[src/verilog/dcache_pkg.sv]
package dcache_pkg;

   // ********************
   // Geometry
   // ********************
   parameter int ADDR_W         = 32;
   parameter int DATA_W         = 32;
   parameter int WORDS_PER_LINE = 8;
   parameter int WORD_OFF_W     = 3;
   parameter int BYTE_OFF_W     = 2;
   parameter int LINE_ADDR_W    = ADDR_W - WORD_OFF_W - BYTE_OFF_W;
   parameter int NUM_WAYS       = 2;

   typedef logic [WORDS_PER_LINE-1:0][DATA_W-1:0] line_t;

   // Full line address works for any set count
   typedef struct packed {
      logic                   valid;
      logic                   dirty;
      logic [LINE_ADDR_W-1:0] line_addr;
   } tag_entry_t;

   typedef struct packed {
      logic              read;
      logic              write;
      logic [ADDR_W-1:0] addr;
      logic [DATA_W-1:0] wdata;
      logic [3:0]        byte_en;
   } cpu_req_t;

   // ********************
   // Memory bus
   // ********************
   typedef struct packed {
      logic              arvalid;
      logic [ADDR_W-1:0] araddr;
      logic              rready;
   } axi_rd_req_t;

   typedef struct packed {
      logic              arready;
      logic              rvalid;
      logic [DATA_W-1:0] rdata;
      logic              rlast;
   } axi_rd_rsp_t;

   typedef struct packed {
      logic              awvalid;
      logic [ADDR_W-1:0] awaddr;
      logic              wvalid;
      logic [DATA_W-1:0] wdata;
      logic              wlast;
      logic              bready;
   } axi_wr_req_t;

   typedef struct packed {
      logic awready;
      logic wready;
      logic bvalid;
   } axi_wr_rsp_t;

   typedef enum logic [2:0] {
      IDLE, WB_REQ, WB_WAIT, FILL_REQ, FILL_WAIT, INSTALL
   } miss_state_t;

endpackage

[src/verilog/dcache_bus_master.sv]
`timescale 1ns/1ps

module dcache_bus_master (
   input  logic                               clk,
   input  logic                               reset,
   input  logic                               i_fill_start,
   input  logic                               i_wb_start,
   input  logic [dcache_pkg::LINE_ADDR_W-1:0] i_line_addr,
   input  dcache_pkg::line_t                  i_wb_line,
   output logic                               o_fill_done,
   output dcache_pkg::line_t                  o_fill_line,
   output logic                               o_wb_done,
   output dcache_pkg::axi_rd_req_t            o_rd_req,
   input  dcache_pkg::axi_rd_rsp_t            i_rd_rsp,
   output dcache_pkg::axi_wr_req_t            o_wr_req,
   input  dcache_pkg::axi_wr_rsp_t            i_wr_rsp
);

   localparam int LINE_OFF_W = dcache_pkg::WORD_OFF_W + dcache_pkg::BYTE_OFF_W;

   logic                              arvalid;
   logic [dcache_pkg::ADDR_W-1:0]     araddr;
   logic [dcache_pkg::WORD_OFF_W-1:0] rd_cnt;
   logic                              awvalid;
   logic [dcache_pkg::ADDR_W-1:0]     awaddr;
   logic                              wvalid;
   logic [dcache_pkg::WORD_OFF_W-1:0] wr_cnt;
   logic                              wr_busy;  // Until the b response
   dcache_pkg::line_t                 wb_line;
   logic                              r_beat;
   logic                              w_beat;
   logic                              b_beat;

   assign r_beat = i_rd_rsp.rvalid && o_rd_req.rready;
   assign w_beat = wvalid && i_wr_rsp.wready;
   assign b_beat = wr_busy && i_wr_rsp.bvalid && o_wr_req.bready;

   // ********************
   // Refill burst
   // ********************
   always_ff @(posedge clk) begin
      if (reset) begin
         arvalid     <= 1'b0;
         rd_cnt      <= '0;
         o_fill_done <= 1'b0;
      end else begin
         o_fill_done <= r_beat && i_rd_rsp.rlast;
         if (i_fill_start) arvalid <= 1'b1;
         else if (arvalid && i_rd_rsp.arready) arvalid <= 1'b0;
         if (i_fill_start) rd_cnt <= '0;
         else if (r_beat) rd_cnt <= rd_cnt + 1'b1;
      end
   end

   always_ff @(posedge clk) begin
      if (i_fill_start) araddr <= {i_line_addr, {LINE_OFF_W{1'b0}}};
      if (r_beat) o_fill_line[rd_cnt] <= i_rd_rsp.rdata;
   end

   // ********************
   // Write-back burst
   // ********************
   always_ff @(posedge clk) begin
      if (reset) begin
         awvalid   <= 1'b0;
         wvalid    <= 1'b0;
         wr_cnt    <= '0;
         wr_busy   <= 1'b0;
         o_wb_done <= 1'b0;
      end else begin
         o_wb_done <= b_beat;
         if (i_wb_start) begin
            awvalid <= 1'b1;
            wvalid  <= 1'b1;  // Data goes along with the address
            wr_cnt  <= '0;
            wr_busy <= 1'b1;
         end else begin
            if (awvalid && i_wr_rsp.awready) awvalid <= 1'b0;
            if (w_beat) begin
               wr_cnt <= wr_cnt + 1'b1;
               if (wr_cnt == '1) wvalid <= 1'b0;
            end
            if (b_beat) wr_busy <= 1'b0;
         end
      end
   end

   always_ff @(posedge clk) begin
      if (i_wb_start) begin
         awaddr  <= {i_line_addr, {LINE_OFF_W{1'b0}}};
         wb_line <= i_wb_line;
      end
   end

   assign o_rd_req.arvalid = arvalid;
   assign o_rd_req.araddr  = araddr;
   assign o_rd_req.rready  = 1'b1;

   assign o_wr_req.awvalid = awvalid;
   assign o_wr_req.awaddr  = awaddr;
   assign o_wr_req.wvalid  = wvalid;
   assign o_wr_req.wdata   = wb_line[wr_cnt];
   assign o_wr_req.wlast   = wvalid && (wr_cnt == '1);  // Eighth beat
   assign o_wr_req.bready  = 1'b1;

endmodule

[config.mk]
export PLATFORM = sky130hd
export DESIGN_NAME = dcache_bus_master
export DESIGN_NICKNAME = d
export VERILOG_FILES = /design/src/verilog/dcache_pkg.sv /design/src/verilog/dcache_bus_master.sv
export SDC_FILE = /design/constraint.sdc
export NUM_CORES = 1
export LEC_CHECK = 0
export ABC_AREA = 1
export BUFFER_PORTS_ARGS = -buffer_cell sky130_fd_sc_hd__buf_4
export CAP_MARGIN = 25
export CORE_AREA = 2 2 268 270
export DETAILED_ROUTE_END_ITERATION = 8
export DIE_AREA = 0 0 270 272
export PLACE_DENSITY = 0.58
export SLEW_MARGIN = 10
export SYNTH_ARGS = -nofsm -noshare
export SYNTH_HDL_FRONTEND = slang
export SYNTH_SLANG_ARGS = --single-unit
[constraint.sdc]
create_clock -name clk -period 6.4 [get_ports clk]
set_input_delay 1.28 -clock clk [delete_from_list [all_inputs] [get_ports clk]]
set_output_delay 1.28 -clock clk [all_outputs]
set_load 0.02 [all_outputs]
==> results_dict.tcl <==
set metrics [dict create \
    status "finished clean" \
    worst_slew_pin_slew_ns 1.08 \
    p_leak_nw 12.7 \
    firstDrtPassIters 5 \
    async_flop_share 0 \
    min_period_over_period 0.643 \
    die_area_um2 73400 \
    io_buffers 672 \
    fp.dieH_um 272 \
    ir_drop_v 0.000208 \
    ys_top_cells_by_area "edfxtp_1 81%, nand2_1 7.7%, inv_1 4.8%" \
    antenna_found_initial 16 \
    htree_levels 3 \
    relSlewSlack 0.282 \
    synth_edf_count 566 \
    synth_flop_cell "edfxtp_1" \
    die_w_um 270 \
    cts_made_buffers 67 \
    synthCells 1504 \
    path_max_fanout 85 \
    finalClockSkew_ns 0.0129 \
    rows 98 \
    syn_avg_cell_area_um2 14.0 \
    drive_above_1_share 0.352 \
    cp.required_ns 5.12 \
    clock_path_buffers 3 \
    fmax_mhz 243 \
    cts_tree "yes" \
    syn_to_final_growth_pct 39.1 \
    rsz0062_at_grt "no" \
    dpl.hpwl_um 44900 \
    grt_max_degree 140 \
    clk_pin_slew_ns 0.06 \
    grt_pass1_wl_um 91400 \
    start_util 0.298 \
    synth_top_area_frac 0.807 \
    synth_cell_types 20 \
    hold_violations 0 \
    cap_viol_max_count 0 \
    grt_use_total 0.169 \
    grt-ovfl-total 0 \
    cts-resized-gates 0 \
    synth.largest_area_cell "edfxtp_1" \
    yosysMostFrequentCell "edfxtp_1" \
    clock-root-buffer "clkbuf_16" \
    timing.setup.tns_ns 0 \
    core_area_um2 70800 \
    worst_hold_slack_ns 0.432 \
    finish.utilization 0.414 \
    drt-initial-drc-count 1143 \
    synth_seq_area_share 0.818 \
    cts_hold_buffers 0 \
    drt.antenna.violating_nets 0 \
    total_power_mw 8.78 \
    clkSinkCount 578 \
    grt_pass1_vias 14133 \
    wl_per_cell_um 20.1 \
    setup_violations 0 \
    power.density_nw_per_um2 299 \
    finalCriticalPeriod_ns 4.12 \
    critPathLaunchType "register" \
    io_pins 685 \
    nNetsFinal 2538 \
    setup_ws_ns 2.28 \
    slew_violations 0 \
    post_cts_buffers 0 \
    insertion_delay_ns 0.58 \
    worstReg2RegStart "wr_cnt[0]" \
    hold_path.class "reg2reg" \
    pre_cts_slack_ns 2.70 \
    arrival_ns 2.84 \
    worstSetupPathType "reg2out" \
    cp-startpoint "wr_cnt[0]" \
    totalWireLength_um 64700 \
    synthesis.yosys.warnings 0 \
    gp_congestion 0.870 \
    synth_area_um2 21100 \
    num_vias 13830 \
    synth_commonest_cells "566 x edfxtp_1, 434 x nand2_1, 267 x inv_1, 129 x nand3_1" \
    vias_per_cell 4.29 \
    hold_start "wr_busy" \
    crit_path_end_kind "output port" \
    synth_seq_cells 578 \
    drc 0 \
]
area by class of cell:
class	count	area [um^2]
fillers	6687	41400
flip-flops and latches	578	17200
repair buffers	691	5220
multi-input cells	604	2540
clock buffers	82	1750
well taps	950	1190
inverters	268	1010
clock inverters	38	322
diodes	12	30.0
sequential cells by signal, summed over array words and instances, names as in the netlist:
register     flops
araddr          27
arvalid          1
awaddr          27
awvalid          1
o_fill_done      1
o_fill_line    256
o_wb_done        1
rd_cnt           3
wb_line        256
wr_busy          1
wr_cnt           3
wvalid           1
cell usage in the layout, fill, tap and decap left out, types with 12 or more instances in the layout:
cell / synthesis / routed
buf_4: 27 / 689
edfxtp_1: 566 / 566
nand2_1: 434 / 434
inv_1: 267 / 266
nand3_1: 129 / 129
clkbuf_16: 0 / 68
clkbuf_1: 5 / 14
clkinv_1: 0 / 13
diode_2: 0 / 12
conb_1: 2 / 12
path summary, 6_finish.rpt:
kind / endpoint / slack (ns) / depth (start not counted)
worst max-delay path: o_wr_req[31] / 2.28 / 7
worst min-delay path: o_wb_done / 0.43 / 2
worst max register to register: wr_cnt[2] / 4.12 / 5
worst min register to register: o_wb_done / 0.43 / 2
stage by stage:
stage | instance area, um^2 | std cells
after floorplan | 21100 | 1514
after global placement | 27200 | 3090
after detailed placement | 27200 | 3090
after CTS | 29200 | 3210
after global routing | 29300 | 3221
final | 29300 | 3223
worst max-delay path, cell delays in order (launching register included):
cell and delay [ns]:
dfxtp_4 0.69, buf_4 0.80, nand2_1 0.18, nand3_1 0.13, nand2_1 0.07, nand2_1 0.07, nand2_1 0.06, buf_4 0.16
metal layers:
metal	share of wire	GRT usage	vias to the layer above
met5	0.0011	0	-
met4	0.035	0.0754	10
met3	0.066	0.0469	126
met2	0.51	0.293	516
met1	0.38	0.195	6780
li1	-	-	6398
cells by family (layout without fill, tap and decap cells):
| kind of cell | Yosys count | in the layout | share of synthesized area |
|---|---|---|---|
| AND/OR/NAND/NOR | 579 | 579 | 0.111 |
| flip-flops | 578 | 578 | 0.818 |
| buffers and inverters | 332 | 1079 | 0.0656 |
| AO/OA/AOI/OAI | 10 | 10 | 0.00297 |
| adder cells (fa/ha/maj) | 3 | 3 | 0.00178 |
| other | 2 | 24 | 0.000357 |
power breakdown:
group	switching [mW]	internal, mW	total, mW
Combinational	0.415	0.293	0.708
Clock	1.52	2.12	3.65
Sequential	0.0557	4.36	4.42
Total	1.99	6.78	8.78
(Power assumes the default switching activity.)
