**src/verilog/dcache_way_store.sv**
```systemverilog
`timescale 1ns/1ps

module dcache_way_store #(
   parameter int  SET_BITS  = 4,
   parameter type PAYLOAD_T = logic [31:0]
) (
   input  logic                clk,
   input  logic                reset,
   input  logic [SET_BITS-1:0] i_set_idx,
   input  logic                i_we,
   input  PAYLOAD_T            i_wdata,
   output PAYLOAD_T            o_rdata
);

   localparam int NUM_SETS = 2 ** SET_BITS;

   PAYLOAD_T entries [NUM_SETS];

   always_ff @(posedge clk) begin
      if (reset) begin
         for (int s = 0; s < NUM_SETS; s++) begin
            entries[s] <= '0;  // Tag entries come up invalid
         end
      end else if (i_we) begin
         entries[i_set_idx] <= i_wdata;
      end
   end

   // Combinational read of the indexed set
   assign o_rdata = entries[i_set_idx];

endmodule

```
**config.mk**
```make
export PLATFORM = sky130hd
export DESIGN_NAME = dcache_way_store
export DESIGN_NICKNAME = d
export VERILOG_FILES = /design/src/verilog/dcache_way_store.sv
export SDC_FILE = /design/constraint.sdc
export NUM_CORES = 1
export LEC_CHECK = 0
export ABC_AREA = 1
export BUFFER_PORTS_ARGS = -buffer_cell sky130_fd_sc_hd__buf_2
export CAP_MARGIN = 30
export CELL_PAD_IN_SITES_DETAIL_PLACEMENT = 1
export CELL_PAD_IN_SITES_GLOBAL_PLACEMENT = 1
export CORE_AREA = 10 10 246 248
export CTS_BUF_LIST = sky130_fd_sc_hd__clkbuf_8 sky130_fd_sc_hd__clkbuf_16
export CTS_CLUSTER_DIAMETER = 50
export CTS_CLUSTER_SIZE = 24
export DETAILED_ROUTE_END_ITERATION = 10
export DIE_AREA = 0 0 256 258
export GPL_TIMING_DRIVEN = 0
export PLACE_DENSITY = 0.72
export SYNTH_ARGS = -nofsm -noshare
export SYNTH_HDL_FRONTEND = slang
export SYNTH_SLANG_ARGS = --single-unit
```
**constraint.sdc**
```tcl
create_clock -name clk -period 2.4 [get_ports clk]
set_input_delay 0.12 -clock clk [delete_from_list [all_inputs] [get_ports clk]]
set_output_delay 0.12 -clock clk [all_outputs]
set_load 0.02 [all_outputs]
```
==> results of run 1 <==
layout by cell type, fill, tap and decap left out:
master / count
nand2_1: 1398
nor2_1: 515
edfxtp_1: 512
clkbuf_1: 115
inv_1: 100
buf_2: 100
clkbuf_16: 57
dlygate4sd3_1: 32
clkbuf_2: 26
buf_16: 9
nand2_2: 8
inv_6: 8
clkinvlp_4: 8
inv_8: 8
clkinv_1: 7
buf_1: 6
clkinv_4: 6
clkinv_2: 5
clkinv_8: 5
nor3_2: 4
nand2_4: 4
bufinv_16: 3
buf_8: 3
buf_6: 2
diode_2: 1
inv_2: 1
buf_12: 1
cell type report:
cell class	count	area, um^2	area share, %
Sequential cell	512	15400	55.5
Multi-Input combinational cell	1929	7320	26.4
Clock buffer	57	1430	5.15
Timing Repair Buffer	116	1000	3.62
Tap cell	756	946	3.42
Buffer	178	739	2.67
Clock inverter	49	492	1.78
Inverter	102	383	1.38
Antenna cell	1	2.50	0.00904
tightest hold or removal path, cell delays in order:
cell and delay [ns]:
buf_2 0.16, nor3_2 0.12, nand2_1 0.25, nor2_1 0.07
cell usage after synthesis:
| master | number |
|---|---|
| nand2_1 | 1410 |
| nor2_1 | 515 |
| edfxtp_1 | 512 |
| clkbuf_1 | 136 |
| inv_1 | 99 |
| buf_2 | 31 |
| buf_1 | 11 |
| nor3_2 | 3 |
| clkinv_1 | 2 |
| inv_2 | 1 |
| nor3_1 | 1 |
per-layer routing:
metal / part of all wire [%] / up-vias / wire [um] / track usage (%)
met2: 51 / 320 / 38500 / 40.5
met3: 3.7 / 112 / 2820 / 2.95
li1: - / 8856 / - / -
met5: 0 / - / 0 / 0
met4: 3.0 / 0 / 2250 / 7.47
met1: 42 / 9380 / 31500 / 27.1
cells by family after synthesis:
group                  count (synthesis)  share of synthesized area [%]
buffers and inverters                280                           4.59
and+or+nand+nor                     1929                           30.6
DFF                                  512                           64.8
worst paths after layout:
check              to         start  slack [ns]
max    entries[5][21]         reset        0.04
min     entries[8][1]  i_set_idx[1]        0.26
timing repair:
item | 4_1_cts | 5_1_grt
hold buffers | 32 | 0
gates resized for setup | 9 | 42
endpoints found under the hold margin | 188 | 0
setup endpoints to repair | 169 | 196
gates cloned | 0 | 0
where the power goes:
part / internal [mW] / switching (mW) / total [mW]
clock: 4.84 / 4.13 / 8.97
combinational: 0.552 / 1.55 / 2.10
sequential: 10.3 / 0.142 / 10.5
==> metrics.md, run 1 <==
| Metric | Value |
|---|---|
| Largest net degree at the start of global routing | `33` |
| GRT overflow | `0` |
| Clk sink count | `512` |
| CP Buf/Inv Count | `3` |
| Clock Tree Buf Depth | `3` |
| DRT iter0 DRCs | `1220` |
| Final hold vios | `0` |
| Fin cells | `3700` |
| Die height | `around 260 um` |
| Synth top area share | `between 60 and 70%` |
| Worst-path clk slew | `0.07 ns` |
| Slew HR | `between 30% and 40%` |
| Std cell rows | `slightly below 90` |
| Share of layout cells above drive strength 1 | `8.77%` |
| P_leak | `~12 nW` |
| I/O Buffers | `69` |
| Max-slew violation count | `0` |
| H-tree depth | `2` |
| Placed cell area | `between 0.02 and 0.03 mm^2` |
| Number of flip-flops in the largest register | `roughly 510` |
| Outcome | `complete, no violations` |
| CP Depth | `7` |
| Minimum clock period | `around 2.4 ns` |
| Final nets | `about 3000` |
| Fill count | `approximately 6500` |
| WHS | `about 0.26 ns` |
| Mapped Nets | `approximately 2800` |
| Critical Path RT | `2.63 ns` |
| Final core occ | `about 50%` |
| Remaining antenna violation count | `0` |
| Synth Cell Area | `0.0237 mm^2` |
| Max-cap viol count | `0` |
| Gp weighted congestion | `0.864` |
| Vias/cell | `about 5` |
| Synth area leaders | `edfxtp_1 (65%), nand2_1 (22%), nor2_1 (8.1%)` |
| Leading area contributor after synthesis | `edfxtp_1` |
| Area growth, synth to finish | `16.7%` |
| Crit path DAT | `around 2.6 ns` |
| Crit start category | `primary input` |
| WL final | `about 75000 um` |
| Gr usage total | `approximately 22%` |
| Number of instances in the placed design | `around 3600` |
| Largest regs | `entries (512)` |
| Seq/Total Area, Yosys | `between 60 and 70%` |
| Post-route setup slack | `~0.045 ns` |
| CTS buffer count | `57` |
| Crit end category | `flop` |
| Largest Register | `entries` |
| # Post-CTS Setup Buffers | `0` |
| YS warnings | `0` |
| I/O pin total | `~70` |
| Dpl hpwl | `approximately 55000 um` |
| Worst Setup Path Type | `in2reg` |
| Starting Density | `a little over two fifths` |
| Avg WL per Cell | `around 20 um` |
| Die area | `roughly 0.066 mm^2` |
| Max incr delay on CP | `~0.7 ns` |
| Pwr Total | `21.6 mW` |
| Min-Delay Path Class | `in2reg` |
| Residual DRC | `0` |
| Synth cell types | `11` |
| First-pass GRT wire length | `about 110000 um` |
| Hold Crit Depth | `4` |
| Setup TNS | `0 ns` |
| Cells after synthesis | `approximately 2700` |
| Die W | `between 200 and 300 um` |
| Final setup viols | `0` |
| Worst-Margin Slew | `0.920 ns` |
| Max VDD drop | `roughly 0.55 mV` |
| Power per cell area | `a little under 800 mW/mm^2` |
| Vias in the first global route | `around 20000` |
| Mean cell area of the mapped netlist | `just under 9 um^2` |
| CTS tree | `done` |
| CP delay by family, top | `simple AND/OR/NAND/NOR gates` |
| FF+latch count, synth | `around 500` |
| Pre-CTS WS | `-0.879 ns` |
| Critical Path Fanout Max | `32` |
| Fin area | `around 0.028 mm^2` |
| Root buf cell | `clkbuf_16` |
| CP max-delay cell | `nand2_2` |
| Crit-path cells | `buf_2, clkinv_1, nand2_1, nor3_2, nand2_1, buf_2, nand2_2` |
| Fin crit share | `a little over nine tenths` |
| Core ar. | `0.0557 mm^2` |
| Initial antenna violation count | `1` |
| Peak Freq | `between 400 and 500 MHz` |
| Via count | `18700` |
| First-pass DRT Iterations | `5` |
Power figures use the tool's default switching activity.
==> inputs of run 2 (changes only) <==
Settings changed: BUFFER_PORTS_ARGS -buffer_cell sky130_fd_sc_hd__buf_2 to -buffer_cell sky130_fd_sc_hd__buf_4, CTS_BUF_LIST sky130_fd_sc_hd__clkbuf_8 sky130_fd_sc_hd__clkbuf_16 to default.
==> metrics.md, run 2 (synthesis gave the netlist of run 1 again) <==
| Metric | Value |
|---|---|
| Worst-path clk slew | `around 0.06 ns` |
| Final nets | `just under 3000` |
| Max-slew violation count | `0` |
| Area growth, synth to finish | `17.0%` |
| I/O pin total | `between 70 and 80` |
| Final setup viols | `0` |
| CP max-delay cell | `nand2_1` |
| Vias in the first global route | `between 15000 and 20000` |
| Gp weighted congestion | `a little under 0.9` |
| Die height | `approximately 260 um` |
| Max-cap viol count | `0` |
| Fin cells | `3689` |
| First-pass DRT Iterations | `5` |
| Outcome | `complete, no violations` |
| Critical Path Fanout Max | `21` |
| CTS tree | `done` |
| Minimum clock period | `around 2.3 ns` |
| Root buf cell | `clkbuf_16` |
| Vias/cell | `between 5 and 6` |
| Clock Tree Buf Depth | `3` |
| Slew HR | `33.3%` |
| Gr usage total | `22.3%` |
| Worst-Margin Slew | `about 1 ns` |
| Fill count | `6548` |
| Remaining antenna violation count | `0` |
| Commonest non-fill, non-tap cells in the layout | `nand2_1 (1397), nor2_1 (515), edfxtp_1 (512)` |
| Clk sink count | `between 500 and 600` |
| Die W | `between 200 and 300 um` |
| Residual DRC | `0` |
| Starting Density | `around 43%` |
| Fin crit share | `between 90% and 100%` |
| I/O Buffers | `69` |
| Number of instances in the placed design | `roughly 3600` |
| Top cell by count, worst path | `nand2_1` |
| Largest Register | `entries` |
| Avg WL per Cell | `20.2 um` |
| Core ar. | `~0.056 mm^2` |
| CP Buf/Inv Count | `4` |
| H-tree depth | `2` |
| Dpl hpwl | `54900 um` |
| Crit path DAT | `approximately 2.7 ns` |
| WHS | `roughly 0.21 ns` |
| Ant diodes | `0` |
| Critical Path RT | `~2.7 ns` |
| Largest regs | `entries (512)` |
| Max incr delay on CP | `between 0.5 and 0.6 ns` |
| Share of layout cells above drive strength 1 | `under 10%` |
| GRT overflow | `0` |
| Largest net degree at the start of global routing | `33` |
| DRT iter0 DRCs | `approximately 1200` |
| WL final | `74600 um` |
| Peak Freq | `between 400 and 500 MHz` |
| Max VDD drop | `0.684 mV` |
| CTS buffer count | `52` |
| Crit-path cells | `buf_4, clkinv_1, nand2_1, nor3_2, nand2_1, buf_2, nand2_1, buf_16` |
| Min-Delay Path Class | `in2reg` |
| Initial antenna violation count | `0` |
| Crit end category | `flop` |
| P_leak | `12.4 nW` |
| Std cell rows | `87` |
| CP delay by family, top | `simple AND/OR/NAND/NOR gates` |
| Crit start category | `primary input` |
| Via count | `18600` |
| Power per cell area | `around 770 mW/mm^2` |
| First-pass GRT wire length | `~110000 um` |
| Worst Setup Path Type | `in2reg` |
| RSZ-0062 raised after global routing | `true` |
| Most common cell after layout, fill and taps aside | `nand2_1` |
| Die area | `~0.066 mm^2` |
| Pwr Total | `between 20 and 25 mW` |
| Number of flip-flops in the largest register | `about 510` |
| Final hold vios | `0` |
[run 2: cell types whose count changed in the layout (fill, tap and decap cells not counted), sizes merged]
cell,previous run,this run
diode,1,0
inv,117,112
clkinv,23,18
clkinvlp,8,7
clkbuf,198,195
bufinv,3,7
[run 2: path summary, 6_finish.rpt]
| check | from | end | slack [ns] | cells after the start |
|---|---|---|---|---|
| worst max-delay path | reset | entries[0][2] | 0.06 | 8 |
| worst min-delay path | i_set_idx[1] | entries[12][31] | 0.21 | 4 |
[run 2: worst min-delay path, cell delays in order]
cell,delay (ns)
buf_4,0.12
nor3_2,0.10
nand2_1,0.25
nor2_1,0.07
[run 2: power by group]
part	total (mW)	internal [mW]	switching, mW
logic	2.16	0.605	1.56
clock network	8.81	4.88	3.92
registers	10.5	10.3	0.140
[run 2: layer usage]
metal / part of all wire, % / GRT usage [%]
met5: 0 / 0
met4: 2.6 / 7.09
met3: 3.9 / 2.76
met2: 52 / 41.2
met1: 41 / 26.7
[run 2: per-stage QoR]
stage	util, %	cell area [um^2]	setup WS, ns	setup TNS, ns
after floorplan	-	23700	0.199	0
after global placement	45.2	25200	-1.30	-532.63
after detailed placement	45.8	25500	-0.931	-324.14
after CTS	49.7	27700	0.0178	0
after global routing	49.8	27800	-0.0230	-0.484
final	49.8	27800	0.0599	0
[run 2: cell type report]
class / instances / area [um^2] / share of cell area [%]
inverters: 102 / 383 / 1.38
flip-flops and latches: 512 / 15400 / 55.4
multi-input cells: 1929 / 7330 / 26.4
clock inverters: 42 / 529 / 1.91
well taps: 756 / 946 / 3.41
clock buffers: 55 / 1310 / 4.73
plain buffers: 178 / 734 / 2.65
repair buffers: 115 / 1150 / 4.15
[run 2: what timing repair did]
action	CTS	global route
hold buffers	32	0
endpoints found under the hold margin	188	0
setup endpoints to repair	222	190
pin swaps	0	0
gates resized for setup	6	46
setup buffers	0	0
gates cloned	0	0
==> inputs of run 3 (changes only) <==
Settings changed: CORE_AREA 10 10 246 248 to 2 2 202 283, DIE_AREA 0 0 256 258 to 0 0 204 285.
==> metrics.md, run 3 (synthesis gave the netlist of run 1 again) <==
| Metric | Value |
|---|---|
| Min-Delay Path Class | `in2reg` |
| WL met1 | `approximately 29000 um` |
| I/O pin total | `71` |
| Crit path DAT | `approximately 2.6 ns` |
| Die W | `204 um` |
| Critical Path Fanout Max | `32` |
| Final setup viols | `0` |
| Final core occ | `between 40% and 50%` |
| Final hold vios | `0` |
| CTS buffer count | `a little over 40` |
| Starting Density | `between 40% and 50%` |
| Max-slew violation count | `0` |
| Vias in the first global route | `slightly below 20000` |
| Max VDD drop | `0.427 mV` |
| CP Buf/Inv Count | `4` |
| Area growth, synth to finish | `14.4%` |
| Residual DRC | `0` |
| WHS | `0.0188 ns` |
| Clk sink count | `between 500 and 600` |
| WL final | `a little over 70000 um` |
| Crit-path cells | `buf_2, inv_2, buf_2, nor3_2, nand2_1, clkbuf_1, nand2_4` |
| First-pass DRT Iterations | `7` |
| Die area | `0.0581 mm^2` |
| Met2 WL | `between 30000 and 40000 um` |
| Worst-path clk slew | `about 0.060 ns` |
| CP max-delay cell | `nor3_2` |
| Fill count | `6629` |
| Crit end category | `flop` |
| Hold Crit Depth | `3` |
| Worst Hold End | `entries[12][10]` |
| RSZ-0062 raised after global routing | `true` |
| Outcome | `complete, no violations` |
| Initial antenna violation count | `0` |
| Footprint of the multi-input gates | `between 0.007 and 0.008 mm^2` |
| I/O Buffers | `a little under 70` |
| Top cell by count, worst path | `buf_2` |
| DR top layer | `met4` |
| Dpl hpwl | `54600 um` |
| Met3 Routed Length | `2750 um` |
| Std cell rows | `103` |
| H-tree depth | `2` |
| Share of layout cells above drive strength 1 | `~7.1%` |
| Worst-Margin Slew | `1.02 ns` |
| Gr usage total | `between 20% and 30%` |
| Slew HR | `31.9%` |
| Power per cell area | `about 730 mW/mm^2` |
| Hold Path Origin | `i_wdata[10]` |
| CP delay by family, top | `simple AND/OR/NAND/NOR gates` |
| Largest Register | `entries` |
| P_leak | `12.1 nW` |
| CTS tree | `done` |
| Core ar. | `roughly 0.056 mm^2` |
| Crit start category | `primary input` |
| Post-route setup slack | `0.0137 ns` |
| Clock Tree Buf Depth | `3` |
| Largest net degree at the start of global routing | `33` |
| Final nets | `just under 3000` |
| Fin cells | `between 3000 and 4000` |
| DRT iter0 DRCs | `slightly below 1000` |
| Pwr Total | `just under 20 mW` |
| Number of flip-flops in the largest register | `around 510` |
| Remaining antenna violation count | `0` |
| Via count | `roughly 18000` |
| Most common cell after layout, fill and taps aside | `nand2_1` |
| Max-cap viol count | `0` |
| Die height | `285 um` |
| Critical Path RT | `2.59 ns` |
| Peak Freq | `419 MHz` |
| Gp weighted congestion | `about 0.9` |
| Number of instances in the placed design | `3535` |
| Worst Setup Path Type | `in2reg` |
| # Post-CTS Setup Buffers | `0` |
| Fin crit share | `between 90% and 100%` |
| Largest regs | `entries (512)` |
| Minimum clock period | `approximately 2.4 ns` |
| Vias/cell | `~5` |
| Ant diodes | `0` |
| GRT overflow | `0` |
| Commonest non-fill, non-tap cells in the layout | `nand2_1 (1398), nor2_1 (515), edfxtp_1 (512)` |
| FF/Latch Area | `between 0.015 and 0.02 mm^2` |
| Max incr delay on CP | `~0.55 ns` |
| First-pass GRT wire length | `about 110000 um` |
| Root buf cell | `clkbuf_16` |
| Avg WL per Cell | `roughly 20 um` |
| Pre-CTS WS | `-0.957 ns` |
run 3: cell count changes in the layout (fill, tap and decap cells not counted), sizes merged:
cell,change
clkinv,-6
dlygate4sd3,-6
buf,-2
clkinvlp,-6
bufinv,-4
clkbuf,-9
run 3: routing by layer:
metal / global-route usage, % / vias up
met2: 46.9 / 327
met1: 29.6 / 8904
met4: 7.50 / 0
met3: 2.70 / 110
met5: 0 / -
li1: - / 8773
run 3: final cells by class:
cell class	count	area share, %
multi-input combinational	1929	27.0
tap	735	3.39
inverter	102	1.42
clock buffer	48	4.03
timing repair buffer	105	3.72
clock inverter	26	1.11
buffer	178	2.65
sequential	512	56.6
run 3: report_power, final:
group          internal [mW]  total [mW]  switching (mW)
registers               10.3        10.5           0.141
clock network           3.73        7.19            3.46
logic                  0.582        2.09            1.51
total                   14.6        19.8            5.11
run 3: per-stage QoR:
| step | instance area (um^2) | TNS, ns |
|---|---|---|
| 2_1_floorplan | 23700 | 0 |
| 3_3_place_gp | 25200 | -529.71 |
| 3_5_place_dp | 25400 | -367.54 |
| 4_1_cts | 27100 | 0 |
| 5_1_grt | 27100 | -0.00640 |
| 6_report | 27100 | 0 |
run 3: what timing repair did:
item | 4_1_cts | 5_1_grt
hold endpoints to repair | 121 | 0
hold buffers | 26 | 0
gates cloned | 0 | 0
endpoints found under the setup margin | 411 | 132
gates resized for setup | 12 | 16
run 3: worst min-delay path, stage by stage:
cell and delay (ns):
buf_4 0.08, inv_1 0.13, nor2_1 0.13
run 3: worst max-delay path by stage:
stage               slack, ns              to  cells past startpoint    startpoint
floorplan                0.20  entries[12][0]                      6  i_set_idx[0]
global placement        -1.30   entries[4][6]                      7         reset
detailed placement      -0.96   entries[4][6]                      7         reset
CTS                      0.01      o_rdata[0]                     13  i_set_idx[0]
global route           -0.006  entries[10][9]                      8         reset
finish                   0.01  entries[15][2]                      7  i_set_idx[0]
