`config.mk`:
```
export PLATFORM = sky130hd
export DESIGN_NAME = dcache_ctrl
export DESIGN_NICKNAME = d
export VERILOG_FILES = /design/src/verilog/dcache_pkg.sv /design/src/verilog/dcache_ctrl.sv
export SDC_FILE = /design/constraint.sdc
export NUM_CORES = 1
export LEC_CHECK = 0
export BUFFER_PORTS_ARGS = -buffer_cell sky130_fd_sc_hd__buf_2
export CAP_MARGIN = 10
export CORE_AREA = 8 8 575 577
export CTS_CLUSTER_SIZE = 25
export DETAILED_ROUTE_END_ITERATION = 10
export DIE_AREA = 0 0 583 585
export SYNTH_ARGS = -nofsm -noshare
export SYNTH_HDL_FRONTEND = slang
export SYNTH_SLANG_ARGS = --single-unit
```
`constraint.sdc`:
```
create_clock -name clk -period 8.15 [get_ports clk]
set_clock_uncertainty 0.1 [all_clocks]
set_input_delay 0.4075 -clock clk [delete_from_list [all_inputs] [get_ports clk]]
set_output_delay 0.4075 -clock clk [all_outputs]
set_load 0.1 [all_outputs]
```
`src/verilog/dcache_pkg.sv`:
```
package dcache_pkg;

   // ********************
   // Geometry
   // ********************
   parameter int ADDR_W         = 32;
   parameter int DATA_W         = 32;
   parameter int WORDS_PER_LINE = 8;
   parameter int WORD_OFF_W     = 3;
   parameter int BYTE_OFF_W     = 2;
   parameter int LINE_ADDR_W    = ADDR_W - WORD_OFF_W - BYTE_OFF_W;
   parameter int NUM_WAYS       = 2;

   typedef logic [WORDS_PER_LINE-1:0][DATA_W-1:0] line_t;

   // Full line address works for any set count
   typedef struct packed {
      logic                   valid;
      logic                   dirty;
      logic [LINE_ADDR_W-1:0] line_addr;
   } tag_entry_t;

   typedef struct packed {
      logic              read;
      logic              write;
      logic [ADDR_W-1:0] addr;
      logic [DATA_W-1:0] wdata;
      logic [3:0]        byte_en;
   } cpu_req_t;

   // ********************
   // Memory bus
   // ********************
   typedef struct packed {
      logic              arvalid;
      logic [ADDR_W-1:0] araddr;
      logic              rready;
   } axi_rd_req_t;

   typedef struct packed {
      logic              arready;
      logic              rvalid;
      logic [DATA_W-1:0] rdata;
      logic              rlast;
   } axi_rd_rsp_t;

   typedef struct packed {
      logic              awvalid;
      logic [ADDR_W-1:0] awaddr;
      logic              wvalid;
      logic [DATA_W-1:0] wdata;
      logic              wlast;
      logic              bready;
   } axi_wr_req_t;

   typedef struct packed {
      logic awready;
      logic wready;
      logic bvalid;
   } axi_wr_rsp_t;

   typedef enum logic [2:0] {
      IDLE, WB_REQ, WB_WAIT, FILL_REQ, FILL_WAIT, INSTALL
   } miss_state_t;

endpackage

```
`src/verilog/dcache_ctrl.sv`:
```
`timescale 1ns/1ps

module dcache_ctrl #(
   parameter int SET_BITS = 4
) (
   input  logic                                       clk,
   input  logic                                       reset,
   input  dcache_pkg::cpu_req_t                       i_cpu_req,
   output logic                                       o_stall,
   output logic [dcache_pkg::DATA_W-1:0]              o_rddata,
   output logic [SET_BITS-1:0]                        o_set_idx,
   input  dcache_pkg::tag_entry_t [dcache_pkg::NUM_WAYS-1:0] i_tags,
   input  dcache_pkg::line_t [dcache_pkg::NUM_WAYS-1:0] i_lines,
   output logic [dcache_pkg::NUM_WAYS-1:0]            o_tag_we,
   output dcache_pkg::tag_entry_t                     o_tag_wdata,
   output logic [dcache_pkg::NUM_WAYS-1:0]            o_line_we,
   output dcache_pkg::line_t                          o_line_wdata,
   output logic                                       o_fill_start,
   output logic                                       o_wb_start,
   output logic [dcache_pkg::LINE_ADDR_W-1:0]         o_bus_line_addr,
   output dcache_pkg::line_t                          o_wb_line,
   input  logic                                       i_fill_done,
   input  dcache_pkg::line_t                          i_fill_line,
   input  logic                                       i_wb_done
);

   localparam int NUM_SETS = 2 ** SET_BITS;

   dcache_pkg::miss_state_t               state;
   logic [dcache_pkg::LINE_ADDR_W-1:0]    req_line_addr;
   logic [dcache_pkg::LINE_ADDR_W-1:0]    miss_line_addr;
   logic [dcache_pkg::WORD_OFF_W-1:0]     word_idx;
   logic [dcache_pkg::NUM_WAYS-1:0]       way_hit;
   logic [NUM_SETS-1:0]                   lru;  // Way to replace next
   logic                                  active;
   logic                                  hit;
   logic                                  hit_way;
   logic                                  accept;
   logic                                  lru_way;
   logic                                  victim;
   logic [dcache_pkg::DATA_W-1:0]         hit_word;
   logic [dcache_pkg::DATA_W-1:0]         merged_word;
   dcache_pkg::line_t                     merged_line;

   assign req_line_addr = i_cpu_req.addr[dcache_pkg::ADDR_W-1 -: dcache_pkg::LINE_ADDR_W];
   assign word_idx      = i_cpu_req.addr[dcache_pkg::BYTE_OFF_W +: dcache_pkg::WORD_OFF_W];
   assign active        = i_cpu_req.read | i_cpu_req.write;
   assign o_set_idx     = (state == dcache_pkg::IDLE) ? req_line_addr[SET_BITS-1:0]
                                                      : miss_line_addr[SET_BITS-1:0];

   // ********************
   // Hit path
   // ********************
   always_comb begin
      for (int w = 0; w < dcache_pkg::NUM_WAYS; w++) begin
         way_hit[w] = i_tags[w].valid && (i_tags[w].line_addr == req_line_addr);
      end
   end

   assign hit      = |way_hit;
   assign hit_way  = way_hit[1];
   assign accept   = active && hit && (state == dcache_pkg::IDLE);
   assign hit_word = i_lines[hit_way][word_idx];
   assign o_rddata = hit_word;
   assign o_stall  = (active && !hit) || (state != dcache_pkg::IDLE);
   assign lru_way  = lru[o_set_idx];

   always_comb begin
      merged_word = hit_word;
      for (int b = 0; b < 4; b++) begin
         if (i_cpu_req.byte_en[b]) merged_word[8*b +: 8] = i_cpu_req.wdata[8*b +: 8];
      end
      merged_line = i_lines[hit_way];
      merged_line[word_idx] = merged_word;
   end

   // Install has priority over a write hit
   always_comb begin
      o_tag_we     = '0;
      o_line_we    = '0;
      o_tag_wdata  = '{valid: 1'b1, dirty: 1'b1, line_addr: req_line_addr};
      o_line_wdata = merged_line;
      if (state == dcache_pkg::INSTALL) begin
         o_tag_we[victim]  = 1'b1;
         o_line_we[victim] = 1'b1;
         o_tag_wdata       = '{valid: 1'b1, dirty: 1'b0, line_addr: miss_line_addr};
         o_line_wdata      = i_fill_line;  // Held by the bus master
      end else if (accept && i_cpu_req.write) begin
         o_tag_we  = way_hit;
         o_line_we = way_hit;
      end
   end

   assign o_wb_start      = (state == dcache_pkg::WB_REQ);
   assign o_fill_start    = (state == dcache_pkg::FILL_REQ);
   assign o_bus_line_addr = o_wb_start ? i_tags[victim].line_addr : miss_line_addr;
   assign o_wb_line       = i_lines[victim];

   always_ff @(posedge clk) begin
      if (reset) begin
         lru <= '0;
      end else if (state == dcache_pkg::INSTALL) begin
         lru[o_set_idx] <= ~victim;
      end else if (accept) begin
         lru[o_set_idx] <= ~hit_way;
      end
   end

   // ********************
   // Miss FSM
   // ********************
   always_ff @(posedge clk) begin
      if (state == dcache_pkg::IDLE && active && !hit) begin
         miss_line_addr <= req_line_addr;
         victim         <= lru_way;
      end
   end

   always_ff @(posedge clk) begin
      if (reset) begin
         state <= dcache_pkg::IDLE;
      end else begin
         case (state)
            dcache_pkg::IDLE: begin
               if (active && !hit) begin
                  // Dirty victim goes out before the refill
                  if (i_tags[lru_way].valid && i_tags[lru_way].dirty)
                     state <= dcache_pkg::WB_REQ;
                  else
                     state <= dcache_pkg::FILL_REQ;
               end
            end
            dcache_pkg::WB_REQ:    state <= dcache_pkg::WB_WAIT;
            dcache_pkg::WB_WAIT:   if (i_wb_done) state <= dcache_pkg::FILL_REQ;
            dcache_pkg::FILL_REQ:  state <= dcache_pkg::FILL_WAIT;
            dcache_pkg::FILL_WAIT: if (i_fill_done) state <= dcache_pkg::INSTALL;
            dcache_pkg::INSTALL:   state <= dcache_pkg::IDLE;
            default:               state <= dcache_pkg::IDLE;
         endcase
      end
   end

endmodule

```
==> flow_metrics.env, run 1 <==
export IMPL_antenna_found_initial=488
export IMPL_post_dp_hpwl_um=365000
export IMPL_dp_cells=7865
export IMPL_postRouteWirelength_um=398000
export IMPL_ctsRootBufferMaster="clkbuf_16"
export IMPL_setup_tns_final_ns=0
export IMPL_synth_area_leaders="mux2_2, mux2i_1, a221oi_1"
export IMPL_start_util_pct=5.52
export IMPL_syn_area_um2=17800
export IMPL_ant_nets=0
export IMPL_fin_crit_ns=6.26
export IMPL_grt_remaining_overflow=0
export IMPL_path_class="in2out"
export IMPL_yosys_area_top_type="mux2_2"
export IMPL_max_freq_ghz=0.160
export IMPL_ys_ff_latch=47
export IMPL_netlist_area_leader_share_pct=32.5
export IMPL_crit_chain="buf_2 -> xnor2_1 -> nand4_1 -> nor4_1 -> nand4_1 -> buf_4 -> buf_4 -> mux2i_1 -> o22ai_1 -> nor4_4 -> a221oi_1 -> buf_2"
export IMPL_worst_ir_drop_vdd_v=0.000127
export IMPL_drt_met1_wl_um=144000
export IMPL_gp_congestion=0.914
export IMPL_grt_max_degree=125
export IMPL_dp_worst_setup_slack_ns=1.85
export IMPL_routed_wl_met3_um=61600
export IMPL_clkLatencyLatePin_ns=0.33
export IMPL_rr_worst_depth=9
export IMPL_cts_tree="yes"
export IMPL_cap_violations=0
export IMPL_hp_class="in2reg"
export IMPL_die_area_um2=341000
export IMPL_first_iter_violations=3064
export IMPL_cts_resized=0
export IMPL_ys_warnings_count=0
export IMPL_r2r_end="state[1]$_SDFFE_PP0P_"
export IMPL_cp_arrival_ns=5.75
export IMPL_grt_pass1_wl_um=456000
export IMPL_rows=209
export IMPL_reg2reg_from="state[1]$_SDFFE_PP0P_"
export IMPL_status="complete, no violations"
export IMPL_synth_fp_nets=3060
export IMPL_post_cts_buffers=0
export IMPL_portBuffers=1507
export IMPL_wl_per_cell_um=49.1
export IMPL_areaGrowthSynthToFinish_pct=76.7
export IMPL_synth_most_common_cell="mux2_2"
export IMPL_path_max_fanout=38
export IMPL_grtUsageTotal_pct=22.0
export IMPL_required_ns=7.64
export IMPL_fp_dieH_um=585
export IMPL_synth_cell_types=44
export IMPL_synth_main_ff_cell="edfxtp_1"
export IMPL_die_w_um=583
export IMPL_end_kind="output port"
export IMPL_min_from="i_cpu_req[62]"
export IMPL_drtPass1Iterations=5
export IMPL_synth_edf_count=28
export IMPL_clock_sinks=47
export IMPL_top_layer_used="met5"
export IMPL_yosysSeqAreaShare_pct=6.86
export IMPL_tightestPinTransition_ns=1.33
export IMPL_grt_pass1_vias=26800
export IMPL_postCtsHoldBufs=0
export IMPL_fin_nets=4447
export IMPL_start_kind="input pin"
export IMPL_syn_inst=2160
export IMPL_synthArstFlopShare_pct=0
export IMPL_synth_commonest_cells="mux2_2, nor2_1, mux2i_1, a221oi_1, clkbuf_1"
export IMPL_nFillCells=38100
export IMPL_wl_met2_um=170000
export IMPL_slowest_stage="a221oi_1"
export IMPL_route_vias_total=29900
export IMPL_maxSlewViolCount=0
export IMPL_htreeDepth=2
export IMPL_rsz0062_at_grt="false"
export IMPL_reg2reg_slack_ns=4.47
export IMPL_core_area_um2=322000
export IMPL_period_share_pct=76.8
export IMPL_slew_headroom_pct=11.6
export IMPL_powerDensity_nw_per_um2=215
export IMPL_layout_setup_ws_ns=1.89
export IMPL_p_leak_nw=14.2
export IMPL_syn_avg_cell_area_um2=8.24
export IMPL_holdPathEnd="miss_line_addr[21]$_DFFE_PP_"
export IMPL_drive_gt1_share_pct=61.2
export IMPL_final_cell_count_no_fill=8102
export IMPL_drc_errors=0
export IMPL_cts_inserted_buffers=5
export IMPL_via_per_inst=3.69
export IMPL_cts_buffer_depth=2
export IMPL_cts_clk_slew_worst_paths_ns=0.09
export IMPL_io_pins=1511
export IMPL_hold_depth=1
export IMPL_finalHoldViolCount=0
export IMPL_cpPeakStageDelay_ns=0.94
export IMPL_setup_viol=0
[where the power goes]
| group | total, W | internal (W) | switching, W |
|---|---|---|---|
| clock network | 0.000258 | 0.000135 | 0.000123 |
| registers | 0.000300 | 0.000282 | 0.0000173 |
| logic | 0.00620 | 0.00103 | 0.00517 |
| total | 0.00676 | 0.00145 | 0.00531 |
[through the flow]
stage	instance area [µm²]	total power [W]	hold slack, ns	util (%)
finish	31400	0.00676	0.221	9.76
global route	31200	0.00692	0.216	9.70
CTS	30900	0.00683	0.202	9.58
detailed placement	30700	0.00656	0.352	9.53
global placement	30700	0.00656	0.351	9.52
floorplan	17800	0.00452	0.338	-
[metal layers]
| metal | global-route usage (%) | vias up |
|---|---|---|
| met1 | 23.7 | 14200 |
| met4 | 7.64 | 294 |
| met5 | 0 | - |
| met3 | 14.7 | 1131 |
| met2 | 34.6 | 2827 |
| li1 | - | 11400 |
[state kept, by name, indices dropped and copies added (netlist names)]
signal          count
miss_line_addr     27
lru                16
state               3
victim              1
[kinds of logic (layout without fill, tap and decap cells)]
logic type / after synthesis / in the layout / share of synthesized area [%]
other: 1 / 230 / 0.0211
muxes: 820 / 820 / 49.7
DFF: 47 / 47 / 6.86
AOI/OAI and AO/OA: 432 / 432 / 18.6
buffers and inverters: 245 / 1633 / 5.86
xor gates and xnor gates: 54 / 54 / 2.66
and+or+nand+nor: 561 / 561 / 16.2
[placed cells by master (no fill, tap or decap), types with 3 or more instances in the layout]
cell type	count
nor4_1	8
xnor2_1	30
nor2b_2	3
a221oi_1	256
dfxtp_1	19
diode_2	229
nor2_2	5
nor2_1	317
edfxtp_1	28
nor3b_2	3
o22ai_1	129
mux2i_1	307
nor2_4	8
nand4_1	10
nand3_1	16
mux2_2	513
buf_4	68
nand2b_1	4
buf_12	7
nor4_4	32
a21oi_1	34
xor2_1	24
nand2_1	110
clkbuf_16	6
inv_1	39
nor2b_1	29
buf_2	1507
a22oi_1	6
[how the worst max path moves through the flow]
stage | end | start | cells past startpoint | slack (ns)
floorplan | o_tag_we[1] | i_tags[46] | 9 | 3.25
global placement | o_line_wdata[231] | i_cpu_req[49] | 12 | 1.91
detailed placement | o_line_wdata[39] | i_cpu_req[49] | 12 | 1.85
CTS | o_line_wdata[39] | i_cpu_req[49] | 12 | 1.81
global route | o_line_wdata[39] | i_cpu_req[49] | 12 | 1.80
finish | o_line_wdata[5] | i_cpu_req[49] | 12 | 1.89
[cell type report]
class                      instances  area (µm²)  area share (%)
tap                             4325        5410            17.2
inverter                          41         161           0.513
multi-input combinational       1868       15700            49.9
timing repair buffer            1584        8220            26.1
antenna                          229         573            1.82
clock buffer                       6         150           0.478
sequential                        47        1220            3.88
clock inverter                     2        17.5          0.0557
[worst max-delay path, delay by kind of cell]
| kind | cells | cell delay [ns] |
|---|---|---|
| buf+inv | 4 | 1.58 |
| mux | 1 | 0.24 |
| xor+xnor | 1 | 0.73 |
| compound gates | 2 | 1.38 |
| simple gates | 4 | 1.28 |
No activity file was read; power rests on OpenSTA's default activity.
==> run 2, diff against run 1 <==
--- a/config.mk
+++ b/config.mk
@@ -7,10 +7,10 @@
 export LEC_CHECK = 0
 export BUFFER_PORTS_ARGS = -buffer_cell sky130_fd_sc_hd__buf_2
 export CAP_MARGIN = 10
-export CORE_AREA = 8 8 575 577
+export CORE_AREA = 8 8 579 581
 export CTS_CLUSTER_SIZE = 25
 export DETAILED_ROUTE_END_ITERATION = 10
-export DIE_AREA = 0 0 583 585
+export DIE_AREA = 0 0 587 589
 export SYNTH_ARGS = -nofsm -noshare
 export SYNTH_HDL_FRONTEND = slang
 export SYNTH_SLANG_ARGS = --single-unit
==> constraint.sdc (replaced) <==
create_clock -name clk -period 6.55 [get_ports clk]
set_clock_uncertainty 0.1 [all_clocks]
set_input_delay 0.3275 -clock clk [delete_from_list [all_inputs] [get_ports clk]]
set_output_delay 0.3275 -clock clk [all_outputs]
set_load 0.1 [all_outputs]
==> run 2 against run 1 <==
Compared with the run above: die area up 1.4%; critical path depth up 1; first-iteration DRC count up 12%; register-to-register slack worse by 1.3 ns.
==> flow_metrics.env, run 2 (same netlist as run 1, synthesis figures left out) <==
export IMPL_fp_dieH_um=589
export IMPL_placed_area_um2=31000
export IMPL_cts_inserted_buffers=5
export IMPL_portBuffers=1507
export IMPL_slew_headroom_pct=15.7
export IMPL_grtUsageTotal_pct=22.6
export IMPL_postRouteWirelength_um=412000
export IMPL_postLayoutCellArea_um2=31800
export IMPL_path_max_fanout=42
export IMPL_powerDensity_nw_per_um2=270
export IMPL_tightestPinTransition_ns=1.26
export IMPL_clock_sinks=47
export IMPL_met2_usage_pct=35.8
export IMPL_cp_arrival_ns=4.93
export IMPL_first_iter_violations=3431
export IMPL_status="complete, no violations"
export IMPL_start_util_pct=5.46
export IMPL_grt_busiest_layer="met2"
export IMPL_cts_resized=0
export IMPL_post_cts_buffers=0
export IMPL_worst_ir_drop_vdd_v=0.000219
export IMPL_via_per_inst=3.73
export IMPL_post_dp_hpwl_um=375000
export IMPL_wl_per_cell_um=50.5
export IMPL_start_kind="input pin"
export IMPL_core_area_um2=326000
export IMPL_end_kind="output port"
export IMPL_grt_pass1_wl_um=475000
export IMPL_period_share_pct=81.8
export IMPL_max_freq_ghz=0.187
export IMPL_hp_class="in2reg"
export IMPL_required_ns=6.12
export IMPL_die_w_um=587
export IMPL_rsz0062_at_grt="false"
export IMPL_drive_gt1_share_pct=61.4
export IMPL_htreeDepth=2
export IMPL_postCtsHoldBufs=0
export IMPL_top_register="miss_line_addr"
export IMPL_path_class="in2out"
export IMPL_final_cell_mix="buf_2, mux2_2, nor2_1, mux2i_1, a221oi_1"
export IMPL_met1_usage_pct=24.8
export IMPL_ant_nets=0
export IMPL_fin_nets=4473
export IMPL_gp_congestion=0.955
export IMPL_fin_crit_ns=5.36
export IMPL_cap_violations=0
export IMPL_cts_tree="yes"
export IMPL_drtPass1Iterations=6
export IMPL_ctsRootBufferMaster="clkbuf_16"
export IMPL_grt_max_degree=152
export IMPL_largest_reg_flops=27
export IMPL_areaGrowthSynthToFinish_pct=78.7
export IMPL_finalHoldViolCount=0
export IMPL_die_area_um2=346000
export IMPL_use_met3_pct=14.4
export IMPL_antenna_found_initial=533
export IMPL_clkLatencyLatePin_ns=0.34
export IMPL_setup_tns_final_ns=0
export IMPL_io_pins=1511
export IMPL_p_leak_nw=14.4
export IMPL_route_vias_total=30400
export IMPL_cts_buffer_depth=2
export IMPL_cts_clk_slew_worst_paths_ns=0.12
export IMPL_drc_errors=0
export IMPL_layout_commonest_cell="buf_2"
export IMPL_grt_remaining_overflow=0
export IMPL_setup_viol=0
export IMPL_maxSlewViolCount=0
export IMPL_grt_pass1_vias=27100
export IMPL_rows=210
export IMPL_reg_top3="miss_line_addr x27, lru x16, state x3"
run 2: cell count changes in the layout (fill, tap and decap cells not counted), moves of 2 or more:
| cell | change |
|---|---|
| nor2b_2 | -2 |
| buf_4 | +23 |
| buf_12 | +9 |
| nor4_1 | -2 |
| diode_2 | +4 |
| nor2b_1 | +2 |
| nor2_2 | -2 |
| buf_2 | -6 |
| nor4_2 | +2 |
run 2: cell type report:
type	count	area (µm²)
clock buffers	5	125
well taps	4346	5440
clock inverters	3	28.8
fillers	38400	294000
inverters	41	161
diodes	233	583
multi-input cells	1868	15700
repair buffers	1610	8540
flip-flops and latches	47	1220
run 2: critical path: stages:
cell      delay [ns]
buf_2           0.23
xnor2_1         0.15
nand4_1         0.51
nor4_1          0.44
nand4_1         0.21
buf_4           0.27
buf_12          0.19
mux2i_1         0.87
o22ai_1         0.27
nor4_4          0.50
buf_4           0.26
a221oi_1        0.12
buf_2           0.34
run 2: worst paths after layout:
check	startpoint	endpoint	slack [ns]	depth (start not counted)
setup / recovery	i_cpu_req[57]	o_line_wdata[117]	1.19	13
hold / removal	i_cpu_req[51]	miss_line_addr[10]$_DFFE_PP_	0.12	1
hold reg to reg	lru[13]$_SDFFE_PP0P_	lru[13]$_SDFFE_PP0P_	0.37	2
setup reg to reg	state[1]$_SDFFE_PP0P_	state[1]$_SDFFE_PP0P_	3.13	9
run 2: power by group:
group	leakage (nW)	total [W]	switching, W	internal (W)
clock	0.0782	0.000347	0.000197	0.000150
combinational	13.9	0.00787	0.00656	0.00131
sequential	0.421	0.000377	0.0000255	0.000351
run 2: stage by stage:
stage / hold slack (ns) / std cells / util, % / setup slack (ns) / power (W)
final: 0.122 / 8153 / 9.76 / 1.19 / 0.00859
after global routing: 0.112 / 8036 / 9.67 / 1.25 / 0.00874
after CTS: 0.109 / 7918 / 9.57 / 1.26 / 0.00865
after detailed placement: 0.352 / 7910 / 9.53 / 1.26 / 0.00829
after global placement: 0.350 / 7909 / 9.52 / 1.31 / 0.00829
after floorplan: 0.300 / 2160 / - / 1.81 / 0.00563
run 2: metal layers:
metal | routed length [µm] | vias up
met1 | 151000 | 14600
met5 | 1870 | -
met2 | 179000 | 2930
li1 | - | 11500
met3 | 62200 | 1066
met4 | 18100 | 276
